<file path="src/common/vsys_cfg.svh">
/* Store path configuration
   Address, data and cache line sizes shared by the whole design */

`ifndef VSYS_CFG_SVH
`define VSYS_CFG_SVH

// Byte address width
`define VSYS_ADDR_W 32

// Scalar core store width
`define VSYS_NARROW_W 32

// Accelerator and system port width
`define VSYS_WIDE_W 64

// Scalar data cache line size in bytes
`define VSYS_LINE_BYTES 16

`endif

</file>
<file path="src/common/vsys_pkg.sv">
/* Store path types
   Request structs for the scalar, wide and system ports */

`include "vsys_cfg.svh"

package vsys_pkg;

  // One scalar store
  typedef struct packed {
    logic [`VSYS_ADDR_W-1:0]     addr;
    logic [`VSYS_NARROW_W-1:0]   data;
    logic [`VSYS_NARROW_W/8-1:0] strb;
  } narrow_req_t;

  // One wide store, address aligned to the wide word
  typedef struct packed {
    logic [`VSYS_ADDR_W-1:0]   addr;
    logic [`VSYS_WIDE_W-1:0]   data;
    logic [`VSYS_WIDE_W/8-1:0] strb;
  } wide_req_t;

  // Request source tag
  typedef enum logic {
    SRC_SCALAR = 1'b0,
    SRC_ACCEL  = 1'b1
  } src_e;

  // System port request
  typedef struct packed {
    wide_req_t req;
    src_e      src;
  } sys_req_t;

endpackage

</file>
<file path="src/verilog/pipe_reg.sv">
/* Pipeline register
   Single-entry valid/ready slice holding any payload type */

`timescale 1ns/1ps

module pipe_reg #(
  parameter type data_t = logic
) (
  input  logic  clk_i,
  input  logic  rst_i,
  input  data_t in_data_i,
  input  logic  in_valid_i,
  output logic  in_ready_o,
  output data_t out_data_o,
  output logic  out_valid_o,
  input  logic  out_ready_i
);

  logic  full_q;
  data_t data_q;

  // Free slot, or the held entry leaves this cycle
  assign in_ready_o = !full_q || out_ready_i;

  always_ff @(posedge clk_i) begin
    if (rst_i) begin
      full_q <= 1'b0;
    end else if (in_ready_o) begin
      full_q <= in_valid_i;
    end
  end

  always_ff @(posedge clk_i) begin
    if (in_valid_i && in_ready_o) begin
      data_q <= in_data_i;
    end
  end

  assign out_data_o  = data_q;
  assign out_valid_o = full_q;

endmodule

</file>
<file path="src/verilog/store_upsizer.sv">
/* Store upsizer
   Widens a scalar store onto its lane of the wide data word */

`timescale 1ns/1ps

`include "vsys_cfg.svh"

module store_upsizer import vsys_pkg::*; (
  input  logic        clk_i,
  input  logic        rst_i,
  input  narrow_req_t req_i,
  input  logic        valid_i,
  output logic        ready_o,
  output wide_req_t   req_o,
  output logic        valid_o,
  input  logic        ready_i
);

  localparam int unsigned NARROW_BYTES = `VSYS_NARROW_W / 8;
  localparam int unsigned WIDE_BYTES   = `VSYS_WIDE_W / 8;
  localparam int unsigned LANE_W       = $clog2(WIDE_BYTES / NARROW_BYTES);
  localparam int unsigned LANE_LSB     = $clog2(NARROW_BYTES);

  logic [LANE_W-1:0] lane;
  wide_req_t         wide_req;

  // Lane select comes from the address bits above the narrow word
  assign lane = req_i.addr[LANE_LSB +: LANE_W];

  always_comb begin
    wide_req.addr = req_i.addr & ~(`VSYS_ADDR_W'(WIDE_BYTES - 1));
    wide_req.data = `VSYS_WIDE_W'(req_i.data) << (lane * `VSYS_NARROW_W);
    wide_req.strb = WIDE_BYTES'(req_i.strb) << (lane * NARROW_BYTES);
  end

  pipe_reg #(
    .data_t      (wide_req_t)
  ) i_out_reg (
    .clk_i       (clk_i     ),
    .rst_i       (rst_i     ),
    .in_data_i   (wide_req  ),
    .in_valid_i  (valid_i   ),
    .in_ready_o  (ready_o   ),
    .out_data_o  (req_o     ),
    .out_valid_o (valid_o   ),
    .out_ready_i (ready_i   )
  );

endmodule

</file>
<file path="src/verilog/inval_filter.sv">
/* Invalidation filter
   Holds one accelerator store and reports its cache line to the scalar core */

`timescale 1ns/1ps

`include "vsys_cfg.svh"

module inval_filter import vsys_pkg::*; (
  input  logic                    clk_i,
  input  logic                    rst_i,
  input  logic                    cons_en_i,
  input  wide_req_t               req_i,
  input  logic                    valid_i,
  output logic                    ready_o,
  output wide_req_t               req_o,
  output logic                    valid_o,
  input  logic                    ready_i,
  output logic [`VSYS_ADDR_W-1:0] inval_addr_o,
  output logic                    inval_valid_o,
  input  logic                    inval_ready_i
);

  localparam int unsigned LINE_OFF = $clog2(`VSYS_LINE_BYTES);

  wide_req_t               req_q;
  logic                    req_pend_q;
  logic                    inv_pend_q;
  logic                    line_vld_q;
  logic [`VSYS_ADDR_W-1:0] line_q;
  logic [`VSYS_ADDR_W-1:0] line_addr;
  logic                    accept;
  logic                    inv_due;

  // Next store waits until both the store and its invalidation are gone
  assign ready_o = !req_pend_q && !inv_pend_q;
  assign accept  = valid_i && ready_o;

  assign line_addr = {req_i.addr[`VSYS_ADDR_W-1:LINE_OFF], {LINE_OFF{1'b0}}};
  assign inv_due   = cons_en_i && (|req_i.strb) && (!line_vld_q || line_addr != line_q);

  ////////////////////////////////////////////////////////////
  // Pending flags and remembered line
  ////////////////////////////////////////////////////////////

  always_ff @(posedge clk_i) begin
    if (rst_i) begin
      req_pend_q <= 1'b0;
      inv_pend_q <= 1'b0;
      line_vld_q <= 1'b0;
    end else begin
      if (valid_o && ready_i) begin
        req_pend_q <= 1'b0;
      end
      if (inval_valid_o && inval_ready_i) begin
        inv_pend_q <= 1'b0;
      end
      if (accept) begin
        req_pend_q <= 1'b1;
        inv_pend_q <= inv_due;
      end
      // Consistency off forgets the line
      if (!cons_en_i) begin
        line_vld_q <= 1'b0;
      end else if (accept && inv_due) begin
        line_vld_q <= 1'b1;
      end
    end
  end

  always_ff @(posedge clk_i) begin
    if (accept) begin
      req_q <= req_i;
    end
    if (accept && inv_due) begin
      line_q <= line_addr;
    end
  end

  assign req_o         = req_q;
  assign valid_o       = req_pend_q;
  assign inval_addr_o  = line_q;
  assign inval_valid_o = inv_pend_q;

  ////////////////////////////////////////////////////////////
  // Checks
  ////////////////////////////////////////////////////////////

  a_inval_stable: assert property (@(posedge clk_i) disable iff (rst_i)
    inval_valid_o && !inval_ready_i |=> inval_valid_o && $stable(inval_addr_o));

  // Output only starts one cycle after an accepted store
  a_valid_src: assert property (@(posedge clk_i) disable iff (rst_i)
    $rose(valid_o) |-> $past(valid_i && ready_o));

endmodule

</file>
<file path="src/verilog/store_arbiter.sv">
/* Store arbiter
   Round-robin merge of scalar and accelerator stores onto the system port */

`timescale 1ns/1ps

module store_arbiter import vsys_pkg::*; (
  input  logic      clk_i,
  input  logic      rst_i,
  input  wide_req_t scalar_req_i,
  input  logic      scalar_valid_i,
  output logic      scalar_ready_o,
  input  wide_req_t acc_req_i,
  input  logic      acc_valid_i,
  output logic      acc_ready_o,
  output sys_req_t  mem_req_o,
  output logic      mem_valid_o,
  input  logic      mem_ready_i
);

  src_e     rr_q;
  src_e     sel;
  sys_req_t arb_req;
  logic     arb_valid;
  logic     arb_ready;
  logic     gnt_scalar;
  logic     gnt_acc;

  // Pointer only matters when both sides request
  always_comb begin
    if (scalar_valid_i && acc_valid_i) begin
      sel = rr_q;
    end else if (acc_valid_i) begin
      sel = SRC_ACCEL;
    end else begin
      sel = SRC_SCALAR;
    end
  end

  assign arb_valid      = scalar_valid_i || acc_valid_i;
  assign arb_req.req    = (sel == SRC_ACCEL) ? acc_req_i : scalar_req_i;
  assign arb_req.src    = sel;
  assign scalar_ready_o = arb_ready && (sel == SRC_SCALAR);
  assign acc_ready_o    = arb_ready && (sel == SRC_ACCEL);
  assign gnt_scalar     = scalar_valid_i && scalar_ready_o;
  assign gnt_acc        = acc_valid_i && acc_ready_o;

  always_ff @(posedge clk_i) begin
    if (rst_i) begin
      rr_q <= SRC_SCALAR;
    end else if (gnt_scalar || gnt_acc) begin
      rr_q <= (sel == SRC_SCALAR) ? SRC_ACCEL : SRC_SCALAR;
    end
  end

  pipe_reg #(
    .data_t      (sys_req_t  )
  ) i_mem_reg (
    .clk_i       (clk_i      ),
    .rst_i       (rst_i      ),
    .in_data_i   (arb_req    ),
    .in_valid_i  (arb_valid  ),
    .in_ready_o  (arb_ready  ),
    .out_data_o  (mem_req_o  ),
    .out_valid_o (mem_valid_o),
    .out_ready_i (mem_ready_i)
  );

  // A waiting input is never passed over twice in a row
  a_rr_fair_acc: assert property (@(posedge clk_i) disable iff (rst_i)
    gnt_scalar && acc_valid_i |=> !gnt_scalar);

  a_rr_fair_scalar: assert property (@(posedge clk_i) disable iff (rst_i)
    gnt_acc && scalar_valid_i |=> !gnt_acc);

endmodule

</file>
<file path="src/verilog/vsys_top.sv">
/* Store path top
   Scalar upsizer and accelerator filter merged onto one system port */

`timescale 1ns/1ps

`include "vsys_cfg.svh"

module vsys_top import vsys_pkg::*; (
  input  logic                    clk_i,
  input  logic                    rst_i,
  input  logic                    cons_en_i,
  input  narrow_req_t             scalar_req_i,
  input  logic                    scalar_valid_i,
  output logic                    scalar_ready_o,
  input  wide_req_t               acc_req_i,
  input  logic                    acc_valid_i,
  output logic                    acc_ready_o,
  output sys_req_t                mem_req_o,
  output logic                    mem_valid_o,
  input  logic                    mem_ready_i,
  output logic [`VSYS_ADDR_W-1:0] inval_addr_o,
  output logic                    inval_valid_o,
  input  logic                    inval_ready_i
);

  wide_req_t up_req;
  logic      up_valid;
  logic      up_ready;
  wide_req_t flt_req;
  logic      flt_valid;
  logic      flt_ready;

  store_upsizer i_upsizer (
    .clk_i   (clk_i         ),
    .rst_i   (rst_i         ),
    .req_i   (scalar_req_i  ),
    .valid_i (scalar_valid_i),
    .ready_o (scalar_ready_o),
    .req_o   (up_req        ),
    .valid_o (up_valid      ),
    .ready_i (up_ready      )
  );

  inval_filter i_filter (
    .clk_i         (clk_i        ),
    .rst_i         (rst_i        ),
    .cons_en_i     (cons_en_i    ),
    .req_i         (acc_req_i    ),
    .valid_i       (acc_valid_i  ),
    .ready_o       (acc_ready_o  ),
    .req_o         (flt_req      ),
    .valid_o       (flt_valid    ),
    .ready_i       (flt_ready    ),
    .inval_addr_o  (inval_addr_o ),
    .inval_valid_o (inval_valid_o),
    .inval_ready_i (inval_ready_i)
  );

  store_arbiter i_arbiter (
    .clk_i          (clk_i      ),
    .rst_i          (rst_i      ),
    .scalar_req_i   (up_req     ),
    .scalar_valid_i (up_valid   ),
    .scalar_ready_o (up_ready   ),
    .acc_req_i      (flt_req    ),
    .acc_valid_i    (flt_valid  ),
    .acc_ready_o    (flt_ready  ),
    .mem_req_o      (mem_req_o  ),
    .mem_valid_o    (mem_valid_o),
    .mem_ready_i    (mem_ready_i)
  );

endmodule

</file>
<file path="config.mk">
export PLATFORM = sky130hd
export DESIGN_NAME = vsys_top
export DESIGN_NICKNAME = d
export VERILOG_FILES = /design/src/common/vsys_pkg.sv /design/src/verilog/pipe_reg.sv /design/src/verilog/store_upsizer.sv /design/src/verilog/inval_filter.sv /design/src/verilog/store_arbiter.sv /design/src/verilog/vsys_top.sv
export VERILOG_INCLUDE_DIRS = /design/src /design/src/common
export SDC_FILE = /design/constraint.sdc
export NUM_CORES = 1
export LEC_CHECK = 0
export BUFFER_PORTS_ARGS = -buffer_cell sky130_fd_sc_hd__buf_2
export CORE_MARGIN = 2
export CORE_UTILIZATION = 45
export CTS_BUF_LIST = sky130_fd_sc_hd__clkbuf_4
export DETAILED_ROUTE_END_ITERATION = 16
export MAX_ROUTING_LAYER = met4
export PLACE_DENSITY = 0.7
export SYNTH_ARGS = -nofsm -noshare
export SYNTH_HDL_FRONTEND = slang
export SYNTH_SLANG_ARGS = --single-unit
</file>
<file path="constraint.sdc">
create_clock -name clk_i -period 11 [get_ports clk_i]
set_clock_uncertainty 0.15 [all_clocks]
set_input_delay 1.65 -clock clk_i [delete_from_list [all_inputs] [get_ports clk_i]]
set_output_delay 1.65 -clock clk_i [all_outputs]
set_load 0.05 [all_outputs]
</file>
Yosys cells after proc, flatten, opt, wreduce, memory -nomap -nowiden:

Cells that the tools add are included.

* add/sub/neg operators: 0
* multiply operators: 0
* multiplexer cells: 8
* shifts and indexed selects: 2
* equal/unequal tests: 1
* div/mod/pow operators: 0
* reductions and logical operators: 27
* bitwise gates (word level): 2
* magnitude comparators: 0

Operators with widths (count)
* 104-bit two-way mux: 1
* 32-bit by 6-bit left shift with 64-bit output: 1
* 28-bit inequality test: 1
* 1-bit logical AND: 13
* 8-bit OR reduction: 1
* 4-bit by 3-bit left shift with 8-bit output: 1
* 1-bit two-way mux: 7
* 1-bit zero test: 5
* 1-bit logical OR: 5
* 2-bit nonzero test: 2
* 1-bit NOT: 2
* 2-bit OR reduction: 1

* latch bits: 0
* bits in writable memories: 0
* memories: 0
* bits of input ports: 179
* bits in read-only memories: 0
* register bits after elaboration: 344

Depth between registers and ports, before layout:

* depth in word-level cells: 6
* depth in mapped cells: 7
* depth with buffers taken out: 5

Modules after synthesis:

Synthesis repeated with hierarchy kept, for this count alone.

* cell total of the unflattened synthesis: 617
* area, all modules: 12673.4 sq um

Modules (own cells, without submodules)
* inval_filter: times used 1, area an instance 4464.3 sq um, seq. area each 4023.9 sq um, cells an instance 194
* pipe_reg at i_arbiter.i_mem_reg: times used 1, area an instance 3208.1 sq um, seq. area each 3173.0 sq um, cells an instance 110
* pipe_reg at i_upsizer.i_out_reg: times used 1, area an instance 3178.0 sq um, seq. area each 3143.0 sq um, cells an instance 109
* store_arbiter: times used 1, area an instance 1333.8 sq um, seq. area each 20.0 sq um, cells an instance 124
* store_upsizer: times used 1, area an instance 489.2 sq um, seq. area each 0.0 sq um, cells an instance 80

Least setup slack after synthesis:

No wires, ideal clock.

* path kind: input -> register
* start point: input mem_ready_i
* end point: register i_upsizer.i_out_reg.data_q (netlist bit i_upsizer.i_out_reg.out_data_o[0]) (enable)
* slack: 3.435 ns
* arrival: 6.821 ns
* setup time: 0.594 ns
* stages: 3
* path through: nand2b_1 -> nand2_1 -> a21oi_1

* longest elaborated chain between the ends: 4

Ends and longest elaborated chain
* start: declaration: RTL line vsys_top.sv:20 `input logic mem_ready_i,`
* 1-bit logical OR: RTL line pipe_reg.sv:23 `assign in_ready_o = !full_q || out_ready_i;`
* 1-bit logical AND: RTL line store_arbiter.sv:42 `assign scalar_ready_o = arb_ready && (sel == SRC_SCALAR);`
* 1-bit logical OR: RTL line pipe_reg.sv:23
* 1-bit logical AND: RTL line pipe_reg.sv:34 `if (in_valid_i && in_ready_o) begin`
* end signal: assignment: RTL line pipe_reg.sv:35 `data_q <= in_data_i;`
* end: declaration: RTL line pipe_reg.sv:20 `data_t data_q;`

No other way between the ends.
A chain may end at the register's enable or synchronous reset.

Final worst setup path:

* start point: input mem_ready_i
* end point: output scalar_ready_o

* longest elaborated chain between the ends: 3

Ends and longest elaborated chain
* 1-bit logical OR: RTL line pipe_reg.sv:23
* 1-bit logical AND: RTL line store_arbiter.sv:42
* 1-bit logical OR: RTL line pipe_reg.sv:23
* end: declaration: RTL line vsys_top.sv:14 `output logic scalar_ready_o,`

No other way between the ends.

==> metrics.txt <==
# TYPE chip_impl_metric gauge
chip_impl_metric{name="synth_enable_flop_cells",unit=""} 338
chip_impl_metric{name="cts_hold_repair.buffers",unit=""} 0
chip_impl_metric{name="grt_antenna_before_repair",unit=""} 7
chip_impl_info{name="kind_of_start_point_of_the_critical_path",value="input port"} 1
chip_impl_metric{name="setup-tns-final",unit="ps"} 0
chip_impl_metric{name="yosysSeqAreaShare",unit=""} 0.813
chip_impl_metric{name="post_cts_buffers",unit=""} 0
chip_impl_metric{name="placement.cell_area",unit="sq um"} 14500
chip_impl_info{name="worstSetupEndpointType",value="output pin"} 1
chip_impl_metric{name="timing.final.crit_share",unit=""} 0.392
chip_impl_metric{name="grt_pass1_wl",unit="um"} 40700
chip_impl_metric{name="path_max_fanout",unit=""} 6
chip_impl_info{name="dominant_cell_by_count_in_the_synthesized_netlist",value="sky130_fd_sc_hd__edfxtp_1"} 1
chip_impl_info{name="synthFlopType",value="sky130_fd_sc_hd__edfxtp_1"} 1
chip_impl_metric{name="clkSlewWorstSetupHoldPaths",unit="ps"} 60
chip_impl_metric{name="maximum_number_of_pins_on_one_net_before_global_route_repair",unit=""} 73
chip_impl_info{name="holdCritStartpoint",value="i_filter.line_vld_q"} 1
chip_impl_metric{name="num_io_pins",unit=""} 320
chip_impl_metric{name="min_delay_path_depth",unit=""} 2
chip_impl_metric{name="num-fill-cells",unit=""} 2267
chip_impl_metric{name="drtIter0Drc",unit=""} 375
chip_impl_info{name="synth_area_leader_cell",value="sky130_fd_sc_hd__edfxtp_1"} 1
chip_impl_metric{name="vias_in_the_first_global_route",unit=""} 7923
chip_impl_metric{name="hold_viol",unit=""} 0
chip_impl_info{name="crit-reg2reg-capture",value="i_filter.inval_addr_o[30]"} 1
chip_impl_info{name="synth.top_cells.by_count",value="sky130_fd_sc_hd__edfxtp_1, sky130_fd_sc_hd__nand2_1, sky130_fd_sc_hd__and2_1, sky130_fd_sc_hd__nor2b_1, sky130_fd_sc_hd__xor2_1"} 1
chip_impl_info{name="status",value="finished, final reports clean"} 1
chip_impl_metric{name="drc_errors",unit=""} 0
chip_impl_metric{name="global_router_s_overall_resource_usage",unit=""} 0.189
chip_impl_metric{name="dp.cells",unit=""} 1492
chip_impl_metric{name="post-route-util",unit=""} 0.567
chip_impl_metric{name="cts_buffer_depth",unit=""} 3
chip_impl_info{name="cts_tree",value="built"} 1
chip_impl_metric{name="wl_per_cell",unit="um"} 16.3
chip_impl_metric{name="finalMaxSlewViolations",unit=""} 0
chip_impl_metric{name="seq_area",unit="sq um"} 10300
chip_impl_metric{name="syn-cell-area",unit="sq um"} 12600
chip_impl_metric{name="finalCriticalPeriod",unit="ps"} 4310
chip_impl_metric{name="async_reset_ff_frac",unit=""} 0
chip_impl_metric{name="worst_ep_required_time",unit="ps"} 9200
chip_impl_metric{name="report.final.setup_viol",unit=""} 0
chip_impl_info{name="cpMaxStageDelayCell",value="sky130_fd_sc_hd__buf_2"} 1
chip_impl_metric{name="std_cell_rows",unit=""} 61
chip_impl_metric{name="timing.reg2reg.worst_path_depth",unit=""} 5
chip_impl_metric{name="final.hold.worst_slack",unit="ps"} 305
chip_impl_metric{name="place.gp.congestion",unit=""} 0.767
chip_impl_metric{name="die_area",unit="sq um"} 29400
chip_impl_metric{name="synth.yosys.warnings",unit=""} 0
chip_impl_metric{name="via_count",unit=""} 7707
chip_impl_metric{name="max_capacitance_violation_total",unit=""} 0
chip_impl_metric{name="routed_wl",unit="um"} 27100
chip_impl_metric{name="firstDrtPassIters",unit=""} 5
chip_impl_metric{name="synth.lib_cells_used.distinct",unit=""} 28
chip_impl_metric{name="multi_input_comb_area",unit="sq um"} 2120
chip_impl_info{name="synth_area_leaders",value="sky130_fd_sc_hd__edfxtp_1, sky130_fd_sc_hd__nand2_1, sky130_fd_sc_hd__xor2_1, sky130_fd_sc_hd__and2_1, sky130_fd_sc_hd__nor2b_1"} 1
chip_impl_metric{name="fin_nets",unit=""} 1384
chip_impl_metric{name="finalInstanceArea",unit="sq um"} 15700
chip_impl_metric{name="placement.setup.worst_slack",unit="ps"} 6700
chip_impl_metric{name="area_growth_syn_to_layout",unit="%"} 24.4
chip_impl_info{name="holdPathEnd",value="i_filter.line_vld_q"} 1
chip_impl_metric{name="viasPerCell",unit=""} 4.65
chip_impl_metric{name="synth_seq_cells",unit=""} 344
chip_impl_metric{name="synthesis.area_per_instance",unit="sq um"} 15.3
chip_impl_metric{name="ant_nets",unit=""} 0
chip_impl_metric{name="worstSkewPairLatency",unit="ps"} 690
chip_impl_metric{name="numCtsBuffers",unit=""} 89
chip_impl_metric{name="core_area",unit="sq um"} 27700
chip_impl_metric{name="vdd_ir_drop_max",unit="mV"} 0.0969
chip_impl_metric{name="max_slew.worst_pin.slew",unit="ps"} 1220
chip_impl_metric{name="achievable-frequency",unit="MHz"} 232
chip_impl_metric{name="dpl.hpwl",unit="um"} 17200
chip_impl_metric{name="die_x",unit="um"} 172
chip_impl_metric{name="portBuffers",unit=""} 313
chip_impl_metric{name="drive_above_1_share",unit=""} 0.370
chip_impl_info{name="cts_root_buffer",value="sky130_fd_sc_hd__clkbuf_4"} 1
chip_impl_metric{name="p_per_area",unit="nW/um^2"} 199
chip_impl_metric{name="fin_total_pwr",unit="mW"} 3.12
chip_impl_metric{name="cellLeakagePower",unit="nW"} 6.58
chip_impl_info{name="worst_path_dominant_cell_family",value="simple AND/OR/NAND/NOR gates"} 1
chip_impl_metric{name="grt_overflow_total",unit=""} 0
chip_impl_metric{name="worstPathBufferInverterCount",unit=""} 2
chip_impl_metric{name="effective_utilization_at_floorplan",unit=""} 0.456
chip_impl_metric{name="relSlewSlack",unit=""} 0.183
chip_impl_metric{name="htreeDepth",unit=""} 3
chip_impl_info{name="cp_cell_sequence",value="buf_2, nand2b_1, nand2_1, nand2_1, buf_2"} 1
chip_impl_metric{name="fin_cells",unit=""} 1656
chip_impl_info{name="hold_path.class",value="reg -> reg"} 1
chip_impl_metric{name="setup.reg_to_reg.worst_slack",unit="ps"} 8020
chip_impl_info{name="timing_worst_setup_path_type",value="in -> out"} 1
chip_impl_metric{name="crit_path_max_incr_delay",unit="ps"} 280
chip_impl_metric{name="ctsResizeCount",unit=""} 0
chip_impl_metric{name="worstPathArrival",unit="ps"} 2510
chip_impl_info{name="grt_setup_unrepaired",value="no"} 1
chip_impl_metric{name="die_height",unit="um"} 172
chip_impl_metric{name="yosysTopAreaCellShare",unit=""} 0.803
chip_impl_info{name="worst_r2r_startpoint",value="i_filter.valid_o"} 1
chip_impl_metric{name="post-route-worst-setup-slack",unit="ps"} 6690
chip_impl_metric{name="syn-instance-count",unit=""} 826
chip_impl_metric{name="cts_num_sinks",unit=""} 344
cell families (layout without fill, tap and decap cells):
| kind of cell | Yosys count | in the layout | share of synthesized area |
|---|---|---|---|
| AOI/OAI and AO/OA | 10 | 10 | 0.00475 |
| xor gates and xnor gates | 28 | 28 | 0.0194 |
| buffers and inverters | 39 | 480 | 0.0218 |
| DFF | 344 | 344 | 0.813 |
| other | 1 | 12 | 0.000297 |
| and+or+nand+nor | 404 | 404 | 0.141 |
cells in the final DEF (no fill, tap or decap), types with 2 or more instances in the layout:
cell type                   netlist  layout
sky130_fd_sc_hd__a21oi_1          7       6
sky130_fd_sc_hd__and2_1          36      36
sky130_fd_sc_hd__and3_1           4       4
sky130_fd_sc_hd__buf_2            4     313
sky130_fd_sc_hd__buf_4           13       7
sky130_fd_sc_hd__bufinv_16        0       4
sky130_fd_sc_hd__clkbuf_4         0     130
sky130_fd_sc_hd__clkinv_1         0      17
sky130_fd_sc_hd__clkinv_4         0       2
sky130_fd_sc_hd__conb_1           1       4
sky130_fd_sc_hd__dfxtp_1          6       6
sky130_fd_sc_hd__diode_2          0       8
sky130_fd_sc_hd__edfxtp_1       338     338
sky130_fd_sc_hd__inv_1            3       3
sky130_fd_sc_hd__inv_2            1       2
sky130_fd_sc_hd__nand2_1        307     307
sky130_fd_sc_hd__nand2b_1         3       3
sky130_fd_sc_hd__nand4_1          2       2
sky130_fd_sc_hd__nor2_1           3       3
sky130_fd_sc_hd__nor2b_1         36      36
sky130_fd_sc_hd__nor4_1           5       5
sky130_fd_sc_hd__nor4_2           3       3
sky130_fd_sc_hd__xor2_1          28      28
sequential cells by signal, summed over array words and instances, names as in the netlist:
register and cells:
i_arbiter.i_mem_reg.out_valid_o 1, i_filter.inval_valid_o 1, i_arbiter.i_mem_reg.out_data_o 105, i_filter.inval_addr_o 28
i_upsizer.i_out_reg.out_valid_o 1, i_filter.valid_o 1, i_filter.req_o 104, i_arbiter.rr_q 1
i_upsizer.i_out_reg.out_data_o 101, i_filter.line_vld_q 1
power breakdown:
group | internal, mW | switching, mW
registers | 1.57 | 0.0276
clock network | 0.636 | 0.496
logic | 0.0868 | 0.304
total | 2.29 | 0.828
tightest hold or removal path, delay by kind of cell (launching register included):
| family | cells | cell delay [ps] |
|---|---|---|
| buf+inv | 1 | 60 |
| compound gates | 1 | 60 |
| flops | 1 | 300 |
worst max-delay path by stage:
stage	start	endpoint	slack, ps	depth (start not counted)
2_1_floorplan	mem_ready_i	i_upsizer.i_out_reg.out_data_o[0]	3440	3
3_3_place_gp	mem_ready_i	scalar_ready_o	6700	5
3_5_place_dp	mem_ready_i	scalar_ready_o	6700	5
4_1_cts	i_upsizer.i_out_reg.out_valid_o	scalar_ready_o	6560	5
5_1_grt	i_upsizer.i_out_reg.out_valid_o	scalar_ready_o	6440	5
6_report	mem_ready_i	scalar_ready_o	6690	5
layout make-up:
type / count / area share
tap: 378 / 0.0301
multi-input combinational: 446 / 0.135
antenna: 8 / 0.00127
sequential: 344 / 0.653
clock inverter: 26 / 0.0138
timing repair buffer: 320 / 0.103
inverter: 4 / 0.00111
clock buffer: 130 / 0.0621
metal layers:
| metal | GRT usage | up-vias | routed length [um] | part of all wire |
|---|---|---|---|---|
| li1 | - | 3687 | - | - |
| met1 | 0.218 | 3641 | 10800 | 0.40 |
| met2 | 0.298 | 317 | 13200 | 0.49 |
| met3 | 0.0607 | 62 | 2350 | 0.087 |
| met4 | 0.0947 | 0 | 766 | 0.028 |
| met5 | - | - | 0 | 0 |
Power figures use the tool's default switching activity.
